<file path="config.mk">
export PLATFORM = sky130hd
export DESIGN_NAME = lu_marshal_top
export DESIGN_NICKNAME = d
export VERILOG_FILES = /design/src/logic/lu_pkg.sv /design/src/logic/step_if.sv /design/src/logic/block_sched.sv /design/src/logic/xfer_gen.sv /design/src/logic/lu_marshal_top.sv
export SDC_FILE = /design/constraint.sdc
export NUM_CORES = 1
export LEC_CHECK = 0
export ABC_AREA = 1
export BUFFER_PORTS_ARGS = -buffer_cell sky130_fd_sc_hd__buf_2
export CAP_MARGIN = 20
export CORE_AREA = 2 2 202 184
export DETAILED_ROUTE_END_ITERATION = 7
export DIE_AREA = 0 0 204 186
export PLACE_DENSITY_LB_ADDON = 0.25
export SYNTH_ARGS = -nofsm -noshare
export SYNTH_HDL_FRONTEND = slang
export SYNTH_SLANG_ARGS = --single-unit
export TNS_END_PERCENT = 100
</file>
<file path="constraint.sdc">
create_clock -name clk -period 10.3 [get_ports clk]
set_input_delay 2.06 -clock clk [delete_from_list [all_inputs] [get_ports clk]]
set_output_delay 2.06 -clock clk [all_outputs]
set_load 0.02 [all_outputs]
</file>
<file path="src/logic/lu_pkg.sv">
package lu_pkg;

	// ====================
	// widths
	// ====================
	localparam int n_width = 12; // matrix size and tile coordinates.
	localparam int addr_width = 24; // external memory address.
	localparam int ram_width = 8; // scratch bank address.

	// ====================
	// enums
	// ====================
	typedef enum logic [1:0]
	{
		mode_diag, // factorize the diagonal tile.
		mode_col, // solve below the diagonal.
		mode_row, // solve right of the diagonal.
		mode_update // inner tile minus left times top.
	} comp_mode_e;

	typedef enum logic [2:0]
	{
		idle,
		issue,
		wait_room,
		drain,
		done_st
	} sched_state_e;

	typedef enum logic [2:0]
	{
		x_idle,
		x_req,
		x_wait_ack,
		x_wait_done,
		x_next
	} xfer_state_e;

	// one compute step as handed from the scheduler to the transfer side.
	typedef struct packed
	{
		comp_mode_e mode;
		logic [n_width-1:0] tile_row;
		logic [n_width-1:0] tile_col;
		logic [ram_width-1:0] size_m; // clamped on the last tile row.
		logic [ram_width-1:0] size_n; // clamped on the last tile column.
		logic last;
	} step_t;

endpackage

</file>
<file path="src/logic/step_if.sv">
`timescale 1ns/1ps

interface step_if;

	lu_pkg::step_t step;
	logic push; // step handed over for its operand reads.
	logic retire; // compute of the oldest step finished.
	logic loaded; // reads of the newest step are complete.
	logic room; // fewer than two unwritten steps held.
	logic empty; // every pushed step has been written back.

	modport sched
	(
		output step,
		output push,
		output retire,
		input loaded,
		input room,
		input empty
	);

	modport xfer
	(
		input step,
		input push,
		input retire,
		output loaded,
		output room,
		output empty
	);

endinterface

</file>
<file path="src/logic/block_sched.sv">
`timescale 1ns/1ps

module block_sched #(
	parameter int BLOCK = 8,
	parameter int MAX_N = 64
) (
	input logic clk,
	input logic arst_n,
	input logic start,
	input logic [lu_pkg::n_width-1:0] n_size,
	output logic done,
	output logic comp_start,
	output lu_pkg::comp_mode_e mode,
	output logic [lu_pkg::ram_width-1:0] block_m,
	output logic [lu_pkg::ram_width-1:0] block_n,
	output logic cur_mem_sel,
	output logic left_mem_sel,
	input logic comp_done,
	step_if.sched sif
);

	localparam int nw = lu_pkg::n_width;
	localparam int rw = lu_pkg::ram_width;

	lu_pkg::sched_state_e state;
	lu_pkg::comp_mode_e lmode;
	logic [nw-1:0] k;
	logic [nw-1:0] i;
	logic [nw-1:0] j;
	logic [nw-1:0] tiles;
	logic [rw-1:0] last_sz;
	logic [nw-1:0] row;
	logic [nw-1:0] col;
	lu_pkg::step_t nxt;
	lu_pkg::step_t pend;
	lu_pkg::step_t run;
	logic [2*nw-1:0] nxt_lkey;
	logic [2*nw-1:0] pend_lkey;
	logic [2*nw-1:0] prev_lkey;
	logic prev_lv;
	logic busy;
	logic start_q;
	logic go;
	logic bad_n;

	// ====================
	// next step from the loop nest
	// ====================
	always_comb
	begin
		case (lmode)
			lu_pkg::mode_col:
			begin
				row = i;
				col = k;
			end
			lu_pkg::mode_row:
			begin
				row = k;
				col = j;
			end
			lu_pkg::mode_update:
			begin
				row = i;
				col = j;
			end
			default:
			begin
				row = k;
				col = k;
			end
		endcase
		nxt.mode = lmode;
		nxt.tile_row = row;
		nxt.tile_col = col;
		nxt.size_m = (row == tiles - 1'b1) ? last_sz : rw'(BLOCK);
		nxt.size_n = (col == tiles - 1'b1) ? last_sz : rw'(BLOCK);
		nxt.last = (lmode == lu_pkg::mode_diag) && (k == tiles - 1'b1);
		// left tile is (k, k) for col and row steps, (i, k) for updates.
		nxt_lkey = {(lmode == lu_pkg::mode_update) ? i : k, k};
	end

	assign bad_n = (n_size == '0) || (n_size > nw'(MAX_N));
	assign go = (state == lu_pkg::issue) && sif.loaded && !busy;

	assign sif.step = nxt;
	assign sif.push = (state == lu_pkg::wait_room) && sif.room;
	assign sif.retire = comp_done && busy;

	assign done = (state == lu_pkg::done_st) || ((state == lu_pkg::drain) && sif.empty);
	assign comp_start = start_q;
	assign mode = run.mode;
	assign block_m = run.size_m;
	assign block_n = run.size_n;

	// ====================
	// control
	// ====================
	always_ff @(posedge clk or negedge arst_n)
	begin
		if (!arst_n)
		begin
			state <= lu_pkg::idle;
			lmode <= lu_pkg::mode_diag;
			k <= '0;
			i <= '0;
			j <= '0;
			busy <= 1'b0;
			start_q <= 1'b0;
			cur_mem_sel <= 1'b0;
			left_mem_sel <= 1'b0;
			prev_lv <= 1'b0;
		end
		else
		begin
			start_q <= go;
			if (go)
			begin
				busy <= 1'b1;
				cur_mem_sel <= ~cur_mem_sel; // ping-pong on every compute.
				if (pend.mode != lu_pkg::mode_diag)
				begin
					if (!prev_lv || (pend_lkey != prev_lkey))
						left_mem_sel <= ~left_mem_sel;
					prev_lv <= 1'b1;
				end
			end
			else if (comp_done)
				busy <= 1'b0;

			case (state)
				lu_pkg::idle, lu_pkg::done_st:
				begin
					if (start)
					begin
						lmode <= lu_pkg::mode_diag;
						k <= '0;
						i <= '0;
						j <= '0;
						prev_lv <= 1'b0;
						state <= bad_n ? lu_pkg::done_st : lu_pkg::wait_room;
					end
				end
				lu_pkg::wait_room:
				begin
					if (sif.room)
					begin
						state <= lu_pkg::issue;
						case (lmode)
							lu_pkg::mode_diag:
							begin
								if (k + 1'b1 < tiles)
								begin
									lmode <= lu_pkg::mode_col;
									i <= k + 1'b1;
								end
							end
							lu_pkg::mode_col:
							begin
								if (i + 1'b1 < tiles)
									i <= i + 1'b1;
								else
								begin
									lmode <= lu_pkg::mode_row;
									j <= k + 1'b1;
								end
							end
							lu_pkg::mode_row:
							begin
								lmode <= lu_pkg::mode_update;
								i <= k + 1'b1;
							end
							default:
							begin
								if (i + 1'b1 < tiles)
									i <= i + 1'b1;
								else if (j + 1'b1 < tiles)
								begin
									lmode <= lu_pkg::mode_row;
									j <= j + 1'b1;
								end
								else
								begin
									lmode <= lu_pkg::mode_diag;
									k <= k + 1'b1;
								end
							end
						endcase
					end
				end
				lu_pkg::issue:
				begin
					if (go)
						state <= pend.last ? lu_pkg::drain : lu_pkg::wait_room;
				end
				lu_pkg::drain:
				begin
					if (sif.empty) // final write is back.
						state <= lu_pkg::done_st;
				end
				default:
					state <= lu_pkg::idle;
			endcase
		end
	end

	always_ff @(posedge clk)
	begin
		if (((state == lu_pkg::idle) || (state == lu_pkg::done_st)) && start)
		begin
			tiles <= nw'((n_size + BLOCK - 1) / BLOCK);
			last_sz <= ((n_size % BLOCK) == 0) ? rw'(BLOCK) : rw'(n_size % BLOCK);
		end
		if (sif.push)
		begin
			pend <= nxt;
			pend_lkey <= nxt_lkey;
		end
		if (go)
		begin
			run <= pend; // compute fields hold until comp_done.
			if (pend.mode != lu_pkg::mode_diag)
				prev_lkey <= pend_lkey;
		end
	end

endmodule

</file>
<file path="src/logic/xfer_gen.sv">
`timescale 1ns/1ps

module xfer_gen #(
	parameter int BLOCK = 8
) (
	input logic clk,
	input logic arst_n,
	input logic [lu_pkg::addr_width-1:0] base_addr,
	input logic [lu_pkg::n_width-1:0] n_size,
	step_if.xfer sif,
	output logic dtu_read_req,
	output logic dtu_write_req,
	output logic [lu_pkg::addr_width-1:0] dtu_mem_addr,
	output logic [lu_pkg::ram_width-1:0] dtu_ram_addr,
	output logic [lu_pkg::ram_width-1:0] dtu_size,
	output logic left_sel,
	input logic dtu_ack,
	input logic dtu_done
);

	localparam int aw = lu_pkg::addr_width;
	localparam int nw = lu_pkg::n_width;
	localparam int rw = lu_pkg::ram_width;

	lu_pkg::xfer_state_e state;
	lu_pkg::step_t q0;
	lu_pkg::step_t q1;
	lu_pkg::step_t rd_step;
	lu_pkg::step_t sel_step;
	logic [1:0] cnt; // unwritten steps held.
	logic [1:0] rcnt; // of those, already retired.
	logic rd_pend;
	logic need_left;
	logic loaded_q;
	logic [nw-1:0] pivot;
	logic is_wr;
	logic is_left;
	logic [aw-1:0] ld;
	logic [aw-1:0] addr_q;
	logic [rw-1:0] col_q;
	logic [rw-1:0] cols_q;
	logic [rw-1:0] size_q;
	logic sel_wr;
	logic sel_rd;
	logic sel_left;
	logic [nw-1:0] sel_row;
	logic [nw-1:0] sel_col;
	logic [rw-1:0] sel_cols;
	logic [rw-1:0] sel_size;
	logic [aw-1:0] sel_addr;
	logic in_req;
	logic last_col;
	logic burst_go;
	logic burst_end;
	logic pop;

	assign ld = aw'((n_size + BLOCK - 1) / BLOCK * BLOCK);

	// ====================
	// burst selection
	// ====================
	always_comb
	begin
		sel_wr = 1'b0;
		sel_rd = 1'b0;
		sel_left = 1'b0;
		sel_step = rd_step;
		if (rcnt != 2'd0)
		begin
			sel_wr = 1'b1; // write-back goes first.
			sel_step = q0;
		end
		else if (sif.push)
		begin
			sel_rd = 1'b1;
			sel_step = sif.step;
			sel_left = (sif.step.mode != lu_pkg::mode_diag);
		end
		else if (rd_pend)
		begin
			sel_rd = 1'b1;
			sel_left = need_left;
		end

		if (sel_left)
		begin
			sel_row = (sel_step.mode == lu_pkg::mode_update) ? sel_step.tile_row : pivot;
			sel_col = pivot;
			sel_cols = rw'(BLOCK); // pivot column is never the last one.
			sel_size = (sel_step.mode == lu_pkg::mode_update) ? sel_step.size_m : rw'(BLOCK);
		end
		else
		begin
			sel_row = sel_step.tile_row;
			sel_col = sel_step.tile_col;
			sel_cols = sel_step.size_n;
			sel_size = sel_step.size_m;
		end
		sel_addr = base_addr + aw'(sel_col) * aw'(BLOCK) * ld + aw'(sel_row) * aw'(BLOCK);
	end

	assign in_req = (state == lu_pkg::x_req) || (state == lu_pkg::x_wait_ack);
	assign last_col = (col_q + 1'b1 == cols_q);
	assign burst_go = ((state == lu_pkg::x_idle) || (state == lu_pkg::x_next)) && (sel_wr || sel_rd);
	assign burst_end = (state == lu_pkg::x_wait_done) && dtu_done;
	assign pop = burst_end && is_wr;

	assign dtu_read_req = in_req && !is_wr;
	assign dtu_write_req = in_req && is_wr;
	assign dtu_mem_addr = addr_q;
	assign dtu_ram_addr = col_q;
	assign dtu_size = size_q;
	assign left_sel = is_left && (in_req || (state == lu_pkg::x_wait_done));

	assign sif.loaded = loaded_q;
	assign sif.room = (cnt != 2'd2);
	assign sif.empty = (cnt == 2'd0);

	// ====================
	// control
	// ====================
	always_ff @(posedge clk or negedge arst_n)
	begin
		if (!arst_n)
		begin
			state <= lu_pkg::x_idle;
			cnt <= 2'd0;
			rcnt <= 2'd0;
			rd_pend <= 1'b0;
			need_left <= 1'b0;
			loaded_q <= 1'b0;
			is_wr <= 1'b0;
			is_left <= 1'b0;
		end
		else
		begin
			cnt <= cnt + {1'b0, sif.push} - {1'b0, pop};
			rcnt <= rcnt + {1'b0, sif.retire} - {1'b0, pop};
			if (sif.push)
			begin
				rd_pend <= 1'b1;
				need_left <= (sif.step.mode != lu_pkg::mode_diag);
				loaded_q <= 1'b0;
			end
			if (burst_end && !is_wr)
			begin
				if (is_left)
					need_left <= 1'b0;
				else
				begin
					rd_pend <= 1'b0;
					loaded_q <= 1'b1; // operands of the newest step are in.
				end
			end

			case (state)
				lu_pkg::x_idle, lu_pkg::x_next:
				begin
					if (burst_go)
					begin
						is_wr <= sel_wr;
						is_left <= sel_left;
						state <= lu_pkg::x_req;
					end
					else
						state <= lu_pkg::x_idle;
				end
				lu_pkg::x_req, lu_pkg::x_wait_ack:
				begin
					if (dtu_ack)
						state <= last_col ? lu_pkg::x_wait_done : lu_pkg::x_req;
					else
						state <= lu_pkg::x_wait_ack;
				end
				lu_pkg::x_wait_done:
				begin
					if (dtu_done)
						state <= lu_pkg::x_next;
				end
				default:
					state <= lu_pkg::x_idle;
			endcase
		end
	end

	always_ff @(posedge clk)
	begin
		if (burst_go)
		begin
			addr_q <= sel_addr;
			col_q <= '0;
			cols_q <= sel_cols;
			size_q <= sel_size;
		end
		else if (in_req && dtu_ack && !last_col)
		begin
			addr_q <= addr_q + ld; // next column, column-major.
			col_q <= col_q + 1'b1;
		end

		if (pop)
			q0 <= q1;
		if (sif.push)
		begin
			rd_step <= sif.step;
			if (sif.step.mode == lu_pkg::mode_diag)
				pivot <= sif.step.tile_row;
			if (cnt == {1'b0, pop})
				q0 <= sif.step;
			else
				q1 <= sif.step;
		end
	end

endmodule

</file>
<file path="src/logic/lu_marshal_top.sv">
`timescale 1ns/1ps

module lu_marshal_top #(
	parameter int BLOCK = 8,
	parameter int MAX_N = 64
) (
	input logic clk,
	input logic arst_n,
	input logic start,
	input logic [lu_pkg::n_width-1:0] n_size,
	input logic [lu_pkg::addr_width-1:0] base_addr,
	output logic done,
	// compute port.
	output logic comp_start,
	output lu_pkg::comp_mode_e mode,
	output logic [lu_pkg::ram_width-1:0] block_m,
	output logic [lu_pkg::ram_width-1:0] block_n,
	output logic cur_mem_sel,
	output logic left_mem_sel,
	input logic comp_done,
	// DTU port.
	output logic dtu_read_req,
	output logic dtu_write_req,
	output logic [lu_pkg::addr_width-1:0] dtu_mem_addr,
	output logic [lu_pkg::ram_width-1:0] dtu_ram_addr,
	output logic [lu_pkg::ram_width-1:0] dtu_size,
	output logic left_sel,
	input logic dtu_ack,
	input logic dtu_done
);

	step_if sif ();

	block_sched #(
		.BLOCK(BLOCK),
		.MAX_N(MAX_N)
	) u_sched (
		.clk(clk),
		.arst_n(arst_n),
		.start(start),
		.n_size(n_size),
		.done(done),
		.comp_start(comp_start),
		.mode(mode),
		.block_m(block_m),
		.block_n(block_n),
		.cur_mem_sel(cur_mem_sel),
		.left_mem_sel(left_mem_sel),
		.comp_done(comp_done),
		.sif(sif.sched)
	);

	xfer_gen #(
		.BLOCK(BLOCK)
	) u_xfer (
		.clk(clk),
		.arst_n(arst_n),
		.base_addr(base_addr),
		.n_size(n_size),
		.sif(sif.xfer),
		.dtu_read_req(dtu_read_req),
		.dtu_write_req(dtu_write_req),
		.dtu_mem_addr(dtu_mem_addr),
		.dtu_ram_addr(dtu_ram_addr),
		.dtu_size(dtu_size),
		.left_sel(left_sel),
		.dtu_ack(dtu_ack),
		.dtu_done(dtu_done)
	);

endmodule

</file>
# Word level (Yosys, flattened, before mapping)
# Index checks and enable logic that the tools add are counted.
[op_classes]
n_addsub = 14
mul = 1
div = 0
magnitude_cmp = 4
n_eq_ne = 33
n_shift = 0
n_mux = 77
n_bitwise = 3
n_reduce_logical = 57
[ops]
columns = ["cell", "n"]
rows = [
  ["$mux 12", 18],
  ["$mux 43", 5],
  ["$pmux 12 s2", 5],
  ["$add 24x24->24", 2],
  ["$mux 24", 2],
  ["$add 12x1->12 const B", 3],
  ["$eq 12x12->1", 3],
  ["$lt 12x12->1", 3],
  ["$logic_not 32->1", 1],
  ["$mux 8", 4],
  ["$add 24x15->24", 1],
  ["$mux 1", 24],
  ["$ne 24x24->1", 1],
  ["$sub 24x1->24 const B", 1],
  ["$mul 12x21->18", 1],
  ["$mux 3", 7],
  ["$reduce_and 6->1", 3],
  ["$logic_and 1x1->1", 16],
  ["$mux 2", 7],
  ["$ne 2x2->1 const B", 7],
  ["$add 12x4->13 const B", 1],
  ["$eq 3x2->1 const B", 4],
  ["$gt 12x7->1 const B", 1],
  ["$logic_not 12->1", 1],
  ["other kinds (30)", 68],
]
[word_totals]
reg_bits = 352
latch_bits = 0
mem_bits_rw = 0
romBits = 0
input_bits = 42
output_inout_bits = 65
wordCells = 242
n_memories = 0

# Logic depth before layout (Yosys ltp)
[depth]
depth_word = 12
ltp_mapped = 52
mapped_depth_nobuf = 49

# Modules after synthesis
# A second synthesis with hierarchy kept.
[unflattened]
cells_unflattened = 2793
area_unflattened_um2 = 22041.1
[by_module_without_submodules]
columns = ["module", "instances", "cells_each", "area_each_um2", "seq_area_each_um2"]
rows = [
  ["xfer_gen", 1, 1724, 13693.1, 4864.7],
  ["block_sched", 1, 1069, 8348.0, 3643.5],
]

# Worst setup path after synthesis
# Ideal clock, no wire load.
[synth_timing]
path_kind = "input -> register"
startpoint = "input port n_size[3] (netlist bit)"
endpoint = "register u_xfer.addr_q[23] (netlist: u_xfer.dtu_mem_addr[23]), data pin"
setup_ns = 0.254
t_arrival_ns = 8.865
t_required_ns = 10.046
slack_ns = 1.180
cell_stages = 43
n_path_buf = 1
path_cell_list = "ha_1 nand2_1 nor2_1 nand2_1 nand2_2 inv_1 nand3_2 nand2_1 nand2_1 clkbuf_1 nand2_1 fa_1 fa_1 inv_1 fa_1 fa_1 inv_1 fa_1 [... 7 more ...] a21oi_1 nor2_1 nor2_1 xnor2_1 ha_1 ha_1 a21oi_1 o31ai_1 a21oi_1 nand2_1 a31oi_1 inv_1 nand2_1 nand2_1 inv_1 nand3_1 nand3_1 nand2_1"
[synth_via]
elab_chain_len = 6
word_cells_on_any_way = 8
cone_classes = "add/sub: 5; mul: 1; mux: 2"
[synth_lines]
columns = ["item", "line_no", "text"]
rows = [
  ["start, declared", "lu_marshal_top.sv:10", "input logic [lu_pkg::n_width-1:0] n_size,"],
  ["$add 12x4->13 (*)", "xfer_gen.sv:57", "assign ld = aw'((n_size + BLOCK - 1) / BLOCK * BLOCK);"],
  ["$sub 24x1->24 (*)", "n/a", ""],
  ["net u_xfer.ld[9]", "xfer_gen.sv:38", "logic [aw-1:0] ld;"],
  ["$mul 12x21->18", "xfer_gen.sv:99", "sel_addr = base_addr + aw'(sel_col) * aw'(BLOCK) * ld + aw'(sel_row) * aw'(BLOCK);"],
  ["$add 24x24->24", "xfer_gen.sv:99", ""],
  ["$add 24x15->24", "xfer_gen.sv:99", ""],
  ["$mux 24 (*)", "xfer_gen.sv:188", "if (burst_go)"],
  ["end signal, assigned", "xfer_gen.sv:190", "addr_q <= sel_addr;"],
  ["end signal, assigned", "xfer_gen.sv:197", "addr_q <= addr_q + ld;"],
  ["end, declared", "xfer_gen.sv:39", "logic [aw-1:0] addr_q;"],
]
# The timed path passes the listed nets; every way through them passes the cells marked *. The select of a mux whose other input is x is not followed.
# A chain may end at the register's enable or synchronous reset.

# Worst setup path in the final report
[layout_timing]
startpoint = "register u_sched.lmode[0]"
endpoint = "register u_xfer.addr_q[23] (netlist: u_xfer.dtu_mem_addr[23]), data pin"
[layout_via]
elab_chain_len = 10
word_cells_on_any_way = 20
cone_classes = "add/sub: 2; mul: 1; eq/ne: 4; mux: 10; reduce/logical: 3"
[layout_lines]
columns = ["item", "line_no", "text"]
rows = [
  ["start, declared", "block_sched.sv:26", "lu_pkg::comp_mode_e lmode;"],
  ["start signal, assigned", "block_sched.sv:104", "lmode <= lu_pkg::mode_diag;"],
  ["start signal, assigned", "block_sched.sv:136", "lmode <= lu_pkg::mode_diag;"],
  ["start signal, assigned", "block_sched.sv:154", "lmode <= lu_pkg::mode_col;"],
  ["$eq 2x2->1", "block_sched.sv:51", "case (lmode)"],
  ["$reduce_or 2->1 (no line)", "n/a", ""],
  ["$mux 12", "block_sched.sv:51", ""],
  ["$mux 43", "xfer_gen.sv:73", "else if (sif.push)"],
  ["$mux 43", "xfer_gen.sv:68", "if (rcnt != 2'd0)"],
  ["$mux 12", "xfer_gen.sv:85", "if (sel_left)"],
  ["$mul 12x21->18", "xfer_gen.sv:99", ""],
  ["$add 24x24->24", "xfer_gen.sv:99", ""],
  ["$add 24x15->24 (*)", "xfer_gen.sv:99", ""],
  ["$mux 24 (*)", "xfer_gen.sv:188", ""],
]
# Mark *: on every way between the ends. The rest lies on a longest branch, timed or not.

==> impl_metrics.ini <==
[sta]
finalCriticalPeriod_ps = 9410
period_share_pct = 91.4
hold_viol = 0
setup_viol = 0
finalMaxSlewViolations = 0
clock_skew_ps = 23.3
maxSlewHeadroom_pct = 28.6
fin_tns_setup_ps = 0
worst_slew_pin_slew_ps = 1060
rsz0062_at_grt = no
fmax_ghz = 0.106

[critical_path]
slowest_delay_ps = 720
path_class = reg -> reg
critical_path.startpoint = u_sched.lmode[0]$_DFFE_PN0P_
cp-end-kind = register
cpMostUsedCell = nand2_1
cp-start-kind = register
cp_slowest_cell = dfrtp_2
path_max_fanout = 28
crit_arrival_ps = 9700
worst_ep_required_time_ps = 10590
r2r_start = u_sched.lmode[0]$_DFFE_PN0P_

[worst_hold_path]
min-delay-start = u_sched.pend[11]$_DFFE_PN_
hold_class = reg -> reg

[grt]
antenna_found_initial = 1
grt_pass1_wl_mm = 93.5
grtUsageTotal_pct = 31.8
grt_pass1_vias = 18000
grt_max_degree = 59
grt.overflow.total = 0

[clocking]
root_buffer = clkbuf_16
cts_hold_buf = 0
ctsResizeCount = 0
clock_latency_ps = 540
clk_pin_slew_ps = 70
cts_tree = yes
htree_levels = 2
cts_buffer_depth = 3
cts_buffers = 36
clock-sinks = 317
postCtsSetupRepairBufs = 0

[yosys]
synth_area_sq_um = 22300
yosys-top-cells-area = edfxtp_1, nand2_1, fa_1
synth.yosys.seq_area_share_pct = 37.4
async_reset_ff_share_pct = 18.3
ys_warn_count = 0
syn_inst = 2695
synth_cell_type_count = 63
synth_enable_flop_cells = 169
yosysTopAreaCell = edfxtp_1
yosys-top-cells-count = nand2_1, inv_1, o21ai_0
synth_top_area_share_pct = 22.8
ys_ff_latch = 317
syn-mean-instance-area_sq_um = 8.27
yosysMostFrequentCell = nand2_1
synth_flop_cell = edfxtp_1

[drt]
drt_pass1_iterations = 5
wl_met1_mm = 25.3
vias_per_cell = 5.67
wl_per_cell_microns = 18.0
wl_met2_mm = 25.6
dr_wl_met3_mm = 6.52
drc_errors = 0
wl_mm = 59.1
dr.max_layer_used = met4
ant_nets = 0
dr_total_vias = 18700
drt_iter0_drc = 1849

[floorplanning]
die_w_microns = 204
fp.coreArea_sq_um = 35800
die_h_microns = 186
num_io_pins = 107
start_util_pct = 62.2
floorplan.rows = 66
die_area_sq_um = 37900

[placed_design]
routabilityCongestion = 0.954
hpwlAfterDp_mm = 45.4
port_buffers = 98

[finish]
syn_to_final_growth_pct = 9.89
drive_above_1_share_pct = 10.4
nNetsFinal = 3073

[flow_run]
maxCapViolCount = 0

[outcome]
status = complete, no violations
==> stage by stage <==
step	hold slack [ps]	utilization (%)	std cells	area, sq um	setup WS [ps]
global placement	402	64.9	3222	23200	597
global route	424	68.3	3292	24500	127
floorplan	400	-	2702	22300	1180
CTS	420	68.3	3290	24500	698
detailed placement	406	64.9	3224	23300	481
finish	420	68.3	3293	24500	891
==> state kept, by name, summed over array words and instances (netlist names), 12 cells and up <==
| name | flops |
|---|---|
| u_sched.i | 12 |
| u_sched.j | 12 |
| u_sched.k | 12 |
| u_sched.pend_lkey | 24 |
| u_sched.prev_lkey | 24 |
| u_sched.tiles | 12 |
| u_xfer.dtu_mem_addr | 24 |
| u_xfer.pivot | 12 |
| u_xfer.q0 | 40 |
| u_xfer.q1 | 32 |
| u_xfer.rd_step | 42 |
==> placed cells by master, fill, tap and decap left out, types with 9 or more instances in the layout <==
cell,Yosys,final
a21oi_1,119,119
a31oi_1,16,16
buf_2,8,98
buf_4,10,30
clkbuf_16,0,37
clkinv_1,6,10
dfrtp_1,58,57
dfxtp_1,90,90
edfxtp_1,169,169
fa_1,110,110
ha_1,134,134
inv_1,443,443
inv_2,20,20
nand2_1,661,661
nand2_2,19,19
nand3_1,79,79
nand3b_1,9,9
nand4_1,16,16
nor2_1,163,160
nor2_2,7,9
nor3_1,24,22
o21ai_0,195,195
o21ai_1,14,13
o21ai_2,18,19
o22ai_1,13,13
xnor2_1,31,31
xor2_1,87,87
==> worst max-delay path, delay by kind of cell (launching register included) <==
kind / cells / cell delay (ps)
compound gates: 8 / 1110
xor+xnor: 1 / 140
fa+ha+maj: 9 / 3480
flops: 1 / 720
buf+inv: 9 / 1120
simple gates: 17 / 2590
==> cells by family (layout without fill, tap and decap cells) <==
kind of cell | count (synthesis) | after routing | share of synthesized area (%)
AO/OA/AOI/OAI | 438 | 438 | 11.2
XOR/XNOR | 120 | 120 | 4.78
adder cells (fa/ha/maj) | 244 | 244 | 17.4
buffers and inverters | 552 | 665 | 9.68
flip-flops | 317 | 317 | 37.4
multiplexers | 3 | 3 | 0.152
other | 1 | 10 | 0.0168
AND/OR/NAND/NOR | 1020 | 1020 | 19.4
==> final cells by class <==
class                           instances  area, sq um
Sequential cell                       317         8330
Clock buffer                           49         1030
Antenna cell                            2         5.00
Tap cell                              476          596
Timing Repair Buffer                  130          742
Fill cell                            2844        11300
Multi-Input combinational cell       1833        11900
Clock inverter                         17          173
Inverter                              469         1760
==> metal layers <==
metal | vias to the layer above | global-route usage, %
li1 | 8818 | -
met1 | 8801 | 44.3
met2 | 920 | 49.0
met3 | 134 | 7.84
met4 | 0 | 9.94
met5 | - | 0
==> final timing paths <==
path / slack [ps] / depth (start not counted) / endpoint
min in group asynchronous: 1700 / 2 / u_sched.i[4]$_DFFE_PN0P_
min reg2reg: 420 / 0 / u_sched.block_m[2]$_DFFE_PP_
min: 420 / 0 / u_sched.block_m[2]$_DFFE_PP_
max: 890 / 44 / u_xfer.dtu_mem_addr[23]$_DFFE_PP_
max in group asynchronous: 8000 / 2 / u_sched.lmode[0]$_DFFE_PN0P_
max reg2reg: 890 / 44 / u_xfer.dtu_mem_addr[23]$_DFFE_PP_
Power is left out: the tool's default activity adds up to more than one toggle a clock period on the data nets, which glitch-free logic cannot reach.
